**src/hdl/supercpu_pkg.sv**
```systemverilog
/*
 * Memory map, widths, region tag indices and reset values
 * for the accelerator decode core
 */
package supercpu_pkg;

    // Widths --------------------
    localparam int ADDR_W = 24;                 // 65816 full address
    localparam int OFFS_W = 16;                 // In-bank offset
    localparam int BANK_W = ADDR_W - OFFS_W;    // Bank byte
    localparam int DATA_W = 8;

    // Register window, bank 0 only
    localparam logic [15:0] REGS_START  = 16'hD070;
    localparam logic [15:0] REGS_END    = 16'hD07F;
    localparam logic [15:0] REG_CONFIG  = 16'hD070; // Bit 0 turbo, bit 1 bridge enable
    localparam logic [15:0] REG_BASE_LO = 16'hD071;
    localparam logic [15:0] REG_BASE_HI = 16'hD072;
    localparam logic [15:0] REG_BANK    = 16'hD073;
    localparam logic [15:0] REG_UNLOCK  = 16'hD07E; // Always decoded
    localparam logic [15:0] REG_LOCK    = 16'hD07F; // Always decoded

    // Bridge window --------------------
    localparam logic [15:0] BRIDGE_SIZE       = 16'd192;
    localparam logic [15:0] BRIDGE_LOW_LIMIT  = 16'h0200; // Keep off zero page and stack
    localparam logic [15:0] IO_START          = 16'hD000; // Bank-0 window ends below I/O
    localparam logic [15:0] BRIDGE_BASE_RESET = 16'h033C; // Cassette buffer

    // Target memory sizes
    localparam int BRIDGE_RAM_AW = 8;
    localparam int SUPER_RAM_AW  = 12;          // 4 KiB, aliased over banks $01-$FF

    // One-hot region tag --------------------
    localparam int REGION_W      = 4;
    localparam int REGION_REGS   = 0;
    localparam int REGION_BRIDGE = 1;
    localparam int REGION_RAM    = 2;
    localparam int REGION_EXT    = 3;

endpackage

```
**src/hdl/mem_access_if.sv**
```systemverilog
/*
 * One accepted CPU access, decoder to targets
 */
interface mem_access_if;
    import supercpu_pkg::*;

    logic                     valid;
    logic                     we;
    logic [ADDR_W-1:0]        addr;
    logic [DATA_W-1:0]        wdata;
    logic [REGION_W-1:0]      region;          // One-hot target select
    logic [BRIDGE_RAM_AW-1:0] bridge_offset;   // Offset from window base

    // Decoder side
    modport decoder (
        output valid, we, addr, wdata, region, bridge_offset
    );

    // Register file, RAMs and read return
    modport target (
        input valid, we, addr, wdata, region, bridge_offset
    );

endinterface

```
**src/hdl/control_registers.sv**
```systemverilog
/*
 * $D070-$D07F register file, unlock/lock,
 * turbo bit and bridge window configuration
 */
module control_registers (
    input  logic                            clk_20,
    input  logic                            rst_n,
    mem_access_if.target                    acc,
    output logic [supercpu_pkg::DATA_W-1:0] regs_rdata,
    output logic                            regs_enabled,
    output logic                            turbo_mode,
    output logic                            bridge_enable,
    output logic [supercpu_pkg::OFFS_W-1:0] bridge_base,
    output logic [supercpu_pkg::BANK_W-1:0] bridge_bank
);
    import supercpu_pkg::*;

    logic [DATA_W-1:0] config_q;
    logic [OFFS_W-1:0] reg_offs;
    logic              reg_wr;
    logic              reg_rd;
    logic [DATA_W-1:0] rd_mux;

    assign reg_offs = acc.addr[OFFS_W-1:0];
    assign reg_wr   = acc.valid && acc.region[REGION_REGS] && acc.we;
    assign reg_rd   = acc.valid && acc.region[REGION_REGS] && !acc.we;

    // Write side --------------------
    always_ff @(posedge clk_20) begin
        if (!rst_n) begin
            regs_enabled <= 1'b0;              // Registers hidden
            config_q     <= '0;
            bridge_base  <= BRIDGE_BASE_RESET;
            bridge_bank  <= '0;
        end else if (reg_wr) begin
            case (reg_offs)
                REG_UNLOCK:  regs_enabled      <= 1'b1; // Data byte ignored
                REG_LOCK:    regs_enabled      <= 1'b0;
                REG_CONFIG:  config_q          <= acc.wdata;
                REG_BASE_LO: bridge_base[7:0]  <= acc.wdata;
                REG_BASE_HI: bridge_base[15:8] <= acc.wdata;
                REG_BANK:    bridge_bank       <= acc.wdata;
                default: ;                      // Spare slots
            endcase
        end
    end

    assign turbo_mode    = config_q[0];
    assign bridge_enable = config_q[1];

    // Read side --------------------
    always_comb begin
        case (reg_offs)
            REG_CONFIG:  rd_mux = config_q;
            REG_BASE_LO: rd_mux = bridge_base[7:0];
            REG_BASE_HI: rd_mux = bridge_base[15:8];
            REG_BANK:    rd_mux = bridge_bank;
            default:     rd_mux = '0;           // Unlock, lock, spares
        endcase
    end

    // Byte ready one cycle after the access stage
    always_ff @(posedge clk_20) begin
        if (reg_rd) begin
            regs_rdata <= rd_mux;
        end
    end

endmodule

```
**src/flat_wrapper.sv**
```systemverilog
// flat-port wrapper written by rule: the top's interface ports become plain ports
module control_registers_flat import supercpu_pkg::*;
  (clk_20, rst_n, regs_rdata, regs_enabled, turbo_mode, bridge_enable, bridge_base, bridge_bank, acc_valid, acc_we, acc_addr, acc_wdata, acc_region, acc_bridge_offset);
  mem_access_if acc_i ();
  input  logic clk_20;
  input  logic rst_n;
  output logic [supercpu_pkg::DATA_W-1:0] regs_rdata;
  output logic regs_enabled;
  output logic turbo_mode;
  output logic bridge_enable;
  output logic [supercpu_pkg::OFFS_W-1:0] bridge_base;
  output logic [supercpu_pkg::BANK_W-1:0] bridge_bank;
  input wire logic [$bits(acc_i.valid)-1:0] acc_valid;
  input wire logic [$bits(acc_i.we)-1:0] acc_we;
  input wire logic [$bits(acc_i.addr)-1:0] acc_addr;
  input wire logic [$bits(acc_i.wdata)-1:0] acc_wdata;
  input wire logic [$bits(acc_i.region)-1:0] acc_region;
  input wire logic [$bits(acc_i.bridge_offset)-1:0] acc_bridge_offset;
  assign acc_i.valid = acc_valid;
  assign acc_i.we = acc_we;
  assign acc_i.addr = acc_addr;
  assign acc_i.wdata = acc_wdata;
  assign acc_i.region = acc_region;
  assign acc_i.bridge_offset = acc_bridge_offset;
  control_registers u_core (.clk_20(clk_20), .rst_n(rst_n), .acc(acc_i), .regs_rdata(regs_rdata), .regs_enabled(regs_enabled), .turbo_mode(turbo_mode), .bridge_enable(bridge_enable), .bridge_base(bridge_base), .bridge_bank(bridge_bank));
endmodule
```
**config.mk**
```make
export PLATFORM = sky130hd
export DESIGN_NAME = control_registers_flat
export DESIGN_NICKNAME = d
export VERILOG_FILES = /design/src/hdl/supercpu_pkg.sv /design/src/hdl/mem_access_if.sv /design/src/hdl/control_registers.sv /design/src/flat_wrapper.sv
export SDC_FILE = /design/constraint.sdc
export NUM_CORES = 1
export LEC_CHECK = 0
export ABC_AREA = 1
export BUFFER_PORTS_ARGS = -buffer_cell sky130_fd_sc_hd__buf_2
export CELL_PAD_IN_SITES_DETAIL_PLACEMENT = 1
export CELL_PAD_IN_SITES_GLOBAL_PLACEMENT = 2
export CORE_MARGIN = 3
export CORE_UTILIZATION = 29
export CTS_BUF_LIST = sky130_fd_sc_hd__clkbuf_2
export CTS_CLUSTER_DIAMETER = 120
export CTS_CLUSTER_SIZE = 25
export DETAILED_ROUTE_END_ITERATION = 6
export PLACE_DENSITY_LB_ADDON = 0.12
export RECOVER_POWER = 25
export SLEW_MARGIN = 20
export SYNTH_ARGS = -nofsm -noshare
export SYNTH_HDL_FRONTEND = slang
export SYNTH_SLANG_ARGS = --single-unit
```
**constraint.sdc**
```tcl
create_clock -name clk_20 -period 2.7 [get_ports clk_20]
set_input_delay 0.54 -clock clk_20 [delete_from_list [all_inputs] [get_ports clk_20]]
set_output_delay 0.54 -clock clk_20 [all_outputs]
set_load 0.02 [all_outputs]
```
==> results of run 1 <==
## final timing paths
kind / startpoint / to / slack (ns)
hold / removal: acc_wdata[2] / u_core.bridge_base[2]$_SDFFE_PN1P_ / 0.40
setup / recovery: acc_addr[11] / u_core.regs_rdata[4]$_DFFE_PP_ / 0.61
setup reg to reg: u_core.bridge_base[15]$_SDFFE_PN0P_ / u_core.regs_rdata[7]$_DFFE_PP_ / 1.88
hold reg to reg: u_core.regs_enabled$_SDFFE_PN0P_ / u_core.regs_enabled$_SDFFE_PN0P_ / 0.47
## registers in the layout, summed over array words and instances (netlist names)
register	flops
u_core.bridge_bank	8
u_core.bridge_base	16
u_core.config_q	8
u_core.regs_enabled	1
u_core.regs_rdata	8
## area by class of cell
cell class | instances | area [sq um] | area share [%]
Multi-Input combinational cell | 199 | 973 | 37.0
Sequential cell | 41 | 901 | 34.2
Timing Repair Buffer | 68 | 339 | 12.9
Inverter | 68 | 255 | 9.70
Tap cell | 99 | 124 | 4.71
Clock buffer | 7 | 35.0 | 1.33
Clock inverter | 1 | 5.00 | 0.190
## Yosys cell counts
library cell / count / share of area [%]
buf_6: 2 / 1.0
inv_1: 66 / 11
buf_1: 3 / 0.50
nor2_2: 2 / 0.56
nand3_1: 41 / 9.1
inv_2: 1 / 0.17
nand2_2: 1 / 0.28
nor3_1: 1 / 0.22
nor2_4: 5 / 2.5
nand3_2: 5 / 2.2
buf_2: 7 / 1.6
edfxtp_1: 8 / 11
nor2_1: 34 / 5.7
a21oi_2: 1 / 0.39
nand4_1: 40 / 11
buf_4: 5 / 1.7
nand2_1: 69 / 12
clkinv_1: 1 / 0.17
dfxtp_1: 33 / 29
clkbuf_1: 1 / 0.17
## worst register-to-register path, delay by kind of cell (launching register included)
family | cells | cell delay [ns]
DFF | 1 | 0.39
and+or+nand+nor | 2 | 0.21
## kinds of logic (layout without fill, tap and decap cells)
family / Yosys count / in the layout / synth area share (%)
and+or+nand+nor: 198 / 198 / 43.3
DFF: 41 / 41 / 40.1
AOI/OAI and AO/OA: 1 / 1 / 0.390
buffers and inverters: 86 / 144 / 16.3
## layout by cell type, fill, tap and decap left out
cell type	n
inv_1	66
nand2_1	69
clkinv_1	1
nand3_2	5
a21oi_2	1
edfxtp_1	8
nor2_2	2
buf_2	57
nor2_1	35
inv_2	1
clkbuf_1	7
nand4_1	40
buf_4	3
clkbuf_2	8
nand3_1	41
nor2_4	4
nand2_2	1
dfxtp_1	33
clkinv_2	1
nor3_1	1
## metrics by stage
stage / power, mW / setup slack (ns)
floorplan: 0.683 / 1.21
global placement: 0.720 / 0.550
detailed placement: 0.720 / 0.530
CTS: 1.00 / 0.952
global route: 1.04 / 0.441
finish: 0.987 / 0.610
## report_power, final
group          switching [mW]  leakage, nW  internal [mW]
Clock                   0.210       0.0330         0.0708
Sequential           0.000574        0.345          0.626
Combinational          0.0517        0.872         0.0275
## per-layer routing
metal	vias to the layer above	routed length [um]	track usage, %
li1	1147	-	-
met5	-	0	0
met3	7	404	3.29
met1	1023	3140	21.4
met4	0	59	3.13
met2	56	3170	26.6
==> results_dict.tcl, run 1 <==
set metrics [dict create \
    wire_per_inst_um 14.0 \
    hold_viol 0 \
    cp-end-kind "register" \
    crit_arrival_ns 2.37 \
    routabilityCongestion 0.740 \
    num_rows 31 \
    track_usage_pct 16.0 \
    clk-insertion-delay-late_ns 0.40 \
    cts-resized-gates 0 \
    cts_tree "yes" \
    path_buf_inv 2 \
    fillCellCount 977 \
    drt-pass1-iter-count 4 \
    via_per_inst 4.62 \
    min_path_cells 3 \
    rsz0062_at_grt "false" \
    root_buffer "clkbuf_2" \
    worst-endpoint-required_ns 2.98 \
    syn_inst 326 \
    initial_utilization_pct 30.5 \
    clk_pin_slew_ns 0.23 \
    num_antenna_cells 0 \
    fmax_mhz 479 \
    area_growth_pct 17.1 \
    cp_slowest_cell "nor2_1" \
    critical_path.top_delay_family "simple AND/OR/NAND/NOR gates" \
    ys_types 20 \
    crit_chain "buf_2 -> nor2_1 -> nand2_1 -> nor2_1 -> clkbuf_2 -> nand3_1 -> nand4_1" \
    post_dp_cell_area_sq_um 2610 \
    drive_above_1_share_pct 21.6 \
    worst_path_most_repeated_cell "nor2_1" \
    drtAntennaViolNets 0 \
    clk_path_buf_depth 2 \
    p_per_area_nw_per_um2 375 \
    hold_buffers 0 \
    die_x_um 94.0 \
    critical_path.max_stage_delay_ns 0.71 \
    core-area_sq_um 7370 \
    fin_cells 483 \
    clock_skew_ns 0.0185 \
    drc 0 \
    min_period_over_period_pct 77.4 \
    worstSetupPathType "in -> reg" \
    status "finished clean" \
    vias 2233 \
    fin_setup_tns_ns 0 \
    syn_nets 374 \
    avgSynthCellArea_sq_um 6.89 \
    cts_sinks 41 \
    die_y_um 94.0 \
    grt_overflow 0 \
    max_cap_violations 0 \
    reg2reg_depth 2 \
    critPathLaunchType "primary input" \
    tightest_slew_ns 0.926 \
    io_pins 83 \
    die_area_sq_um 8840 \
    finalMaxSlewViolations 0 \
    drt_iter0_drc 82 \
    port_buffers 63 \
    drt_wl_total_mm 6.77 \
    finalSetupViolCount 0 \
    cts_setup_buffers 0 \
    holdCritPathClass "in -> reg" \
    min_period_ns 2.09 \
    synth_seq_area_share_pct 40.1 \
    h-tree-depth 2 \
    synth_warnings 0 \
    final_nets 431 \
    grt_max_degree 34 \
    hold_ws_ns 0.399 \
    cp.depth 7 \
    numCtsBuffers 5 \
    yosys_register_bits 41 \
    first_global_vias 2154 \
    p_leak_nw 1.25 \
    grt_first_pass_wirelength_mm 11.0 \
    finish.utilization_pct 35.7 \
    vdd_ir_drop_max_uv 151 \
    hpwl_mm 4.70 \
    maxSlewHeadroom_pct 38.0 \
    cp_max_fo 27 \
    syn_area_sq_um 2250 \
    design_area_sq_um 2630 \
    dp_cells 475 \
    antenna_found_initial 0 \
]
(Power assumes the default switching activity.)
==> run 2, diff against run 1 <==
--- a/config.mk
+++ b/config.mk
@@ -10,7 +10,7 @@
 export CELL_PAD_IN_SITES_DETAIL_PLACEMENT = 1
 export CELL_PAD_IN_SITES_GLOBAL_PLACEMENT = 2
 export CORE_MARGIN = 3
-export CORE_UTILIZATION = 29
+export CORE_UTILIZATION = 24
 export CTS_BUF_LIST = sky130_fd_sc_hd__clkbuf_2
 export CTS_CLUSTER_DIAMETER = 120
 export CTS_CLUSTER_SIZE = 25
==> constraint.sdc (replaced) <==
create_clock -name clk_20 -period 1.8 [get_ports clk_20]
set_input_delay 0.36 -clock clk_20 [delete_from_list [all_inputs] [get_ports clk_20]]
set_output_delay 0.36 -clock clk_20 [all_outputs]
set_load 0.02 [all_outputs]
==> run 2 against run 1 <==
Compared with the run above:
- setup slack got worse by 0.28 ns
- sequential power rose by 50%
- register-to-register slack got worse by 0.91 ns
==> results_dict.tcl, run 2 (same netlist as run 1, synthesis figures left out) <==
set metrics [dict create \
    drt_wl_total_mm 7.08 \
    min_period_over_period_pct 81.4 \
    crit_arrival_ns 1.82 \
    initial_utilization_pct 25.3 \
    cts_sinks 41 \
    post_dp_cell_area_sq_um 2740 \
    area_growth_pct 23.9 \
    fmax_mhz 682 \
    status "finished clean" \
    track_usage_pct 14.0 \
    cts-resized-gates 0 \
    fin_setup_tns_ns 0 \
    worst-endpoint-required_ns 2.16 \
    die_x_um 103 \
    drtAntennaViolNets 0 \
    min_path_cells 3 \
    final_nets 436 \
    most-common-layout-cells "nand2_1 (70), inv_1 (66), buf_2 (62)" \
    via_per_inst 4.55 \
    cts_tree "yes" \
    first_global_vias 2167 \
    root_buffer "clkbuf_2" \
    largest_register_ffs 16 \
    vdd_ir_drop_max_uv 289 \
    die_y_um 103 \
    max_cap_violations 0 \
    final_common_cell "nand2_1" \
    num_antenna_cells 0 \
    hold_viol 0 \
    top_register "u_core.bridge_base" \
    grt_max_degree 40 \
    grt_overflow 0 \
    die_area_sq_um 10600 \
    antenna_found_initial 0 \
    fillCellCount 1136 \
    worstSetupPathType "in -> reg" \
    hold_buffers 0 \
    p_leak_nw 1.32 \
    grt_first_pass_wirelength_mm 11.3 \
    finalMaxSlewViolations 0 \
    routabilityCongestion 0.726 \
    clk_pin_slew_ns 0.23 \
    reg2reg_depth 2 \
    holdCritPathClass "in -> reg" \
    finalSetupViolCount 0 \
    wire_per_inst_um 14.2 \
    drc 0 \
    tightest_slew_ns 0.540 \
    vias 2259 \
    h-tree-depth 2 \
    port_buffers 63 \
    drt-pass1-iter-count 4 \
    maxSlewHeadroom_pct 64.0 \
    design_area_sq_um 2790 \
    clk_path_buf_depth 2 \
    drt_iter0_drc 64 \
    clock_skew_ns 0.0122 \
    numCtsBuffers 5 \
    io_pins 83 \
    drive_above_1_share_pct 23.1 \
    cts_setup_buffers 0 \
    cp-end-kind "register" \
    core-area_sq_um 8890 \
    rsz0062_at_grt "false" \
    num_rows 34 \
    p_per_area_nw_per_um2 585 \
    hpwl_mm 5.13 \
    clk-insertion-delay-late_ns 0.41 \
    critPathLaunchType "primary input" \
    cp_max_fo 8 \
    min_period_ns 1.47 \
]
[run 2: changes by cell type in the layout (fill, tap and decap cells not counted), sizes merged]
| cell | before | now |
|---|---|---|
| bufinv | 0 | 1 |
| clkbuf | 15 | 9 |
| buf | 60 | 70 |
[run 2: where the power goes]
part / total (mW) / internal (mW) / switching [mW]
clock network: 0.564 / 0.237 / 0.327
registers: 0.940 / 0.939 / 0.000631
logic: 0.125 / 0.0449 / 0.0804
[run 2: final cells by class]
| cell class | instances | area [sq um] | share of cell area [%] |
|---|---|---|---|
| Clock buffer | 6 | 30.0 | 1.08 |
| Inverter | 68 | 255 | 9.16 |
| Timing Repair Buffer | 73 | 457 | 16.4 |
| Clock inverter | 2 | 33.8 | 1.21 |
| Sequential cell | 41 | 901 | 32.3 |
| Tap cell | 108 | 135 | 4.85 |
| Multi-Input combinational cell | 199 | 973 | 35.0 |
[run 2: through the flow]
step | setup WS, ns | hold WS (ns) | utilization [%] | power, mW | cells
final | 0.334 | 0.220 | 31.3 | 1.63 | 497
after global routing | 0.194 | 0.189 | 31.3 | 1.71 | 497
after CTS | 0.340 | 0.183 | 31.5 | 1.67 | 497
after detailed placement | 0.0726 | 0.446 | 30.8 | 1.09 | 489
after global placement | 0.0934 | 0.446 | 30.8 | 1.09 | 489
after floorplan | 0.487 | 0.486 | - | 1.02 | 326
[run 2: worst paths after layout]
kind | startpoint | endpoint | slack [ns]
setup / recovery | acc_addr[7] | u_core.bridge_base[13]$_SDFFE_PN0P_ | 0.33
hold / removal | acc_wdata[0] | u_core.bridge_base[8]$_SDFFE_PN1P_ | 0.22
setup reg to reg | u_core.bridge_bank[7]$_SDFFE_PN0P_ | u_core.regs_rdata[7]$_DFFE_PP_ | 0.97
hold reg to reg | u_core.regs_enabled$_SDFFE_PN0P_ | u_core.regs_enabled$_SDFFE_PN0P_ | 0.47
[run 2: per-layer routing]
layer  GRT usage [%]  vias to the layer above  routed length (um)
met4            3.59                        0                  74
met1            18.2                     1054                3360
met3            3.04                        7                 263
li1                -                     1162                   -
met5               0                        -                   0
met2            23.5                       36                3380
[run 2: worst max-delay path, cell delays in order]
cell     delay (ns)
buf_2          0.10
nor2_2         0.08
nand2_1        0.25
nor2_4         0.32
nand3_1        0.40
nand2_1        0.16
inv_1          0.05
nor2_1         0.09
==> run 3, diff against run 2 <==
--- a/config.mk
+++ b/config.mk
@@ -5,12 +5,12 @@
 export SDC_FILE = /design/constraint.sdc
 export NUM_CORES = 1
 export LEC_CHECK = 0
-export ABC_AREA = 1
+export ABC_AREA = 0
 export BUFFER_PORTS_ARGS = -buffer_cell sky130_fd_sc_hd__buf_2
 export CELL_PAD_IN_SITES_DETAIL_PLACEMENT = 1
 export CELL_PAD_IN_SITES_GLOBAL_PLACEMENT = 2
 export CORE_MARGIN = 3
-export CORE_UTILIZATION = 24
+export CORE_UTILIZATION = 28
 export CTS_BUF_LIST = sky130_fd_sc_hd__clkbuf_2
 export CTS_CLUSTER_DIAMETER = 120
 export CTS_CLUSTER_SIZE = 25
==> constraint.sdc (replaced) <==
create_clock -name clk_20 -period 1.47 [get_ports clk_20]
set_input_delay 0.294 -clock clk_20 [delete_from_list [all_inputs] [get_ports clk_20]]
set_output_delay 0.294 -clock clk_20 [all_outputs]
set_load 0.02 [all_outputs]
==> run 3 against run 2 <==
Compared with the run above:
- worst hold slack lost 0.073 ns
- utilization rose by 8.6 points
- critical path depth down 1
- global-route usage up 1.9 points
==> results_dict.tcl, run 3 <==
set metrics [dict create \
    status "finished clean" \
    grt_first_pass_wirelength_mm 9.32 \
    worstSetupPathType "in -> reg" \
    largest_register_ffs 16 \
    reg2reg_depth 3 \
    die_x_um 88.3 \
    cts_tree "yes" \
    finish.utilization_pct 39.9 \
    area_growth_pct 35.9 \
    ys_types 24 \
    antenna_found_initial 0 \
    crit_arrival_ns 1.65 \
    drtAntennaViolNets 0 \
    max_cap_violations 0 \
    num_antenna_cells 0 \
    final_common_cell "buf_2" \
    cts_sinks 41 \
    die_area_sq_um 7800 \
    busiest_layer "met2" \
    clk_pin_slew_ns 0.21 \
    fmax_mhz 724 \
    synth_warnings 0 \
    reg2reg_setup_slack_ns 0.41 \
    syn_inst 193 \
    p_leak_nw 1.15 \
    rsz0062_at_grt "false" \
    fin_cells 361 \
    finalSetupViolCount 0 \
    use_met3_pct 3.26 \
    track_usage_pct 15.9 \
    synth-simple-area-share_pct 23.8 \
    root_buffer "clkbuf_2" \
    synth_top_family_by_area "simple AND/OR/NAND/NOR gates" \
    grt_max_degree 43 \
    syn_area_sq_um 1900 \
    numCtsBuffers 5 \
    cp_max_fo 6 \
    drc 0 \
    yosysTopAreaCellShare_pct 34.8 \
    synth-compound-area-share_pct 7.39 \
    first_global_vias 1860 \
    routabilityCongestion 0.777 \
    p_per_area_nw_per_um2 708 \
    clk_path_buf_depth 2 \
    h-tree-depth 2 \
    final_nets 331 \
    yosysMostFrequentCell "nand2_1" \
    most-common-layout-cells "buf_2 (62), nand2_1 (40), mux2i_1 (34)" \
    cts_setup_buffers 0 \
    hpwl_mm 4.52 \
    hold_viol 0 \
    grtUsageMet2_pct 26.4 \
    num_rows 29 \
    drt_wl_total_mm 5.90 \
    tightest_slew_ns 0.555 \
    drive_above_1_share_pct 37.7 \
    drt_iter0_drc 60 \
    io_pins 83 \
    synth_seq_area_share_pct 47.5 \
    synth_top_flop_cell "dfxtp_1" \
    synthAdderAreaFrac_pct 0 \
    min_period_ns 1.38 \
    maxSlewHeadroom_pct 63.0 \
    via_per_inst 4.95 \
    vdd_ir_drop_max_uv 361 \
    syn_nets 241 \
    die_y_um 88.3 \
    vias 1788 \
    clock_skew_ns 0.0352 \
    port_buffers 63 \
    hold_ws_ns 0.147 \
    core-area_sq_um 6460 \
    synth_xor_xnor_area_share_pct 0 \
    fillCellCount 780 \
    yosys_register_bits 41 \
    clk-insertion-delay-late_ns 0.40 \
    dp_cells 353 \
    wire_per_inst_um 16.3 \
    finalMaxSlewViolations 0 \
    initial_utilization_pct 29.4 \
    use_met1_pct 20.9 \
    critPathLaunchType "primary input" \
    min_period_over_period_pct 93.9 \
    drt-pass1-iter-count 4 \
    avgSynthCellArea_sq_um 9.83 \
    synthArstFlopShare_pct 0 \
    netlist_top_cells_area "dfxtp_1 (35%), mux2i_1 (18%), edfxtp_1 (13%), nand2_1 (7.9%), a221o_1 (4.2%)" \
    top_register "u_core.bridge_base" \
    synth_edf_count 8 \
    holdCritPathClass "in -> reg" \
    min_path_cells 3 \
    worst-endpoint-required_ns 1.74 \
    synthTopCellsByCount "nand2_1 (40), mux2i_1 (34), dfxtp_1 (33), nand3_1 (13), nor3_1 (10)" \
    cp-end-kind "register" \
    muxShareOfSynthArea_pct 17.9 \
    synth_top_area_cell "dfxtp_1" \
    grt_overflow 0 \
]
-- run 3: cell families (layout without fill, tap and decap cells) --
kind of cell / Yosys count / after routing
simple gates: 88 / 88
flops: 41 / 41
mux: 34 / 34
compound gates: 16 / 16
buf+inv: 14 / 105
-- run 3: routing by layer --
metal,part of all wire [%],up-vias
li1,-,890
met1,46,855
met2,49,41
met3,3.8,2
met4,0.49,0
met5,0,-
-- run 3: power breakdown --
part	internal (mW)	switching (mW)
combinational	0.0828	0.104
sequential	1.15	0.00210
clock	0.119	0.365
-- run 3: final cells by class --
class,instances,area [sq um],share of cell area [%]
Clock buffer,6,30.0,1.17
Multi-Input combinational cell,138,946,36.7
Inverter,2,7.51,0.291
Sequential cell,41,901,35.0
Clock inverter,2,11.3,0.437
Tap cell,77,96.3,3.74
Timing Repair Buffer,95,586,22.7
-- run 3: path summary, 6_finish.rpt --
check / start / end
worst max-delay path: acc_addr[7] / u_core.bridge_base[12]$_SDFFE_PN0P_
worst min-delay path: acc_wdata[0] / u_core.bridge_base[8]$_SDFFE_PN1P_
worst max register to register: u_core.bridge_bank[3]$_SDFFE_PN0P_ / u_core.regs_rdata[3]$_DFFE_PP_
worst min register to register: u_core.config_q[5]$_SDFFE_PN0P_ / u_core.config_q[5]$_SDFFE_PN0P_
-- run 3: metrics by stage --
step                      power, mW  instance area, sq um  setup TNS, ns  setup WS (ns)
after floorplan                1.25                  1930         -0.460        -0.0348
after global placement         1.37                  2540         -10.13         -0.333
after detailed placement       1.37                  2540         -10.72         -0.391
after CTS                      1.85                  2580              0         0.0486
after global routing           1.92                  2580              0         0.0337
final                          1.83                  2580              0         0.0891
-- run 3: repair_timing --
item                       4_1_cts  5_1_grt
setup endpoints to repair        0        3
gates resized for setup          0        2
hold buffers                     0        0
-- run 3: critical path, cell delays in order --
cell and delay (ns):
buf_2 0.10, and4b_1 0.26, buf_4 0.15, nand4_4 0.10
or3_1 0.34, clkbuf_2 0.24, mux2i_1 0.17
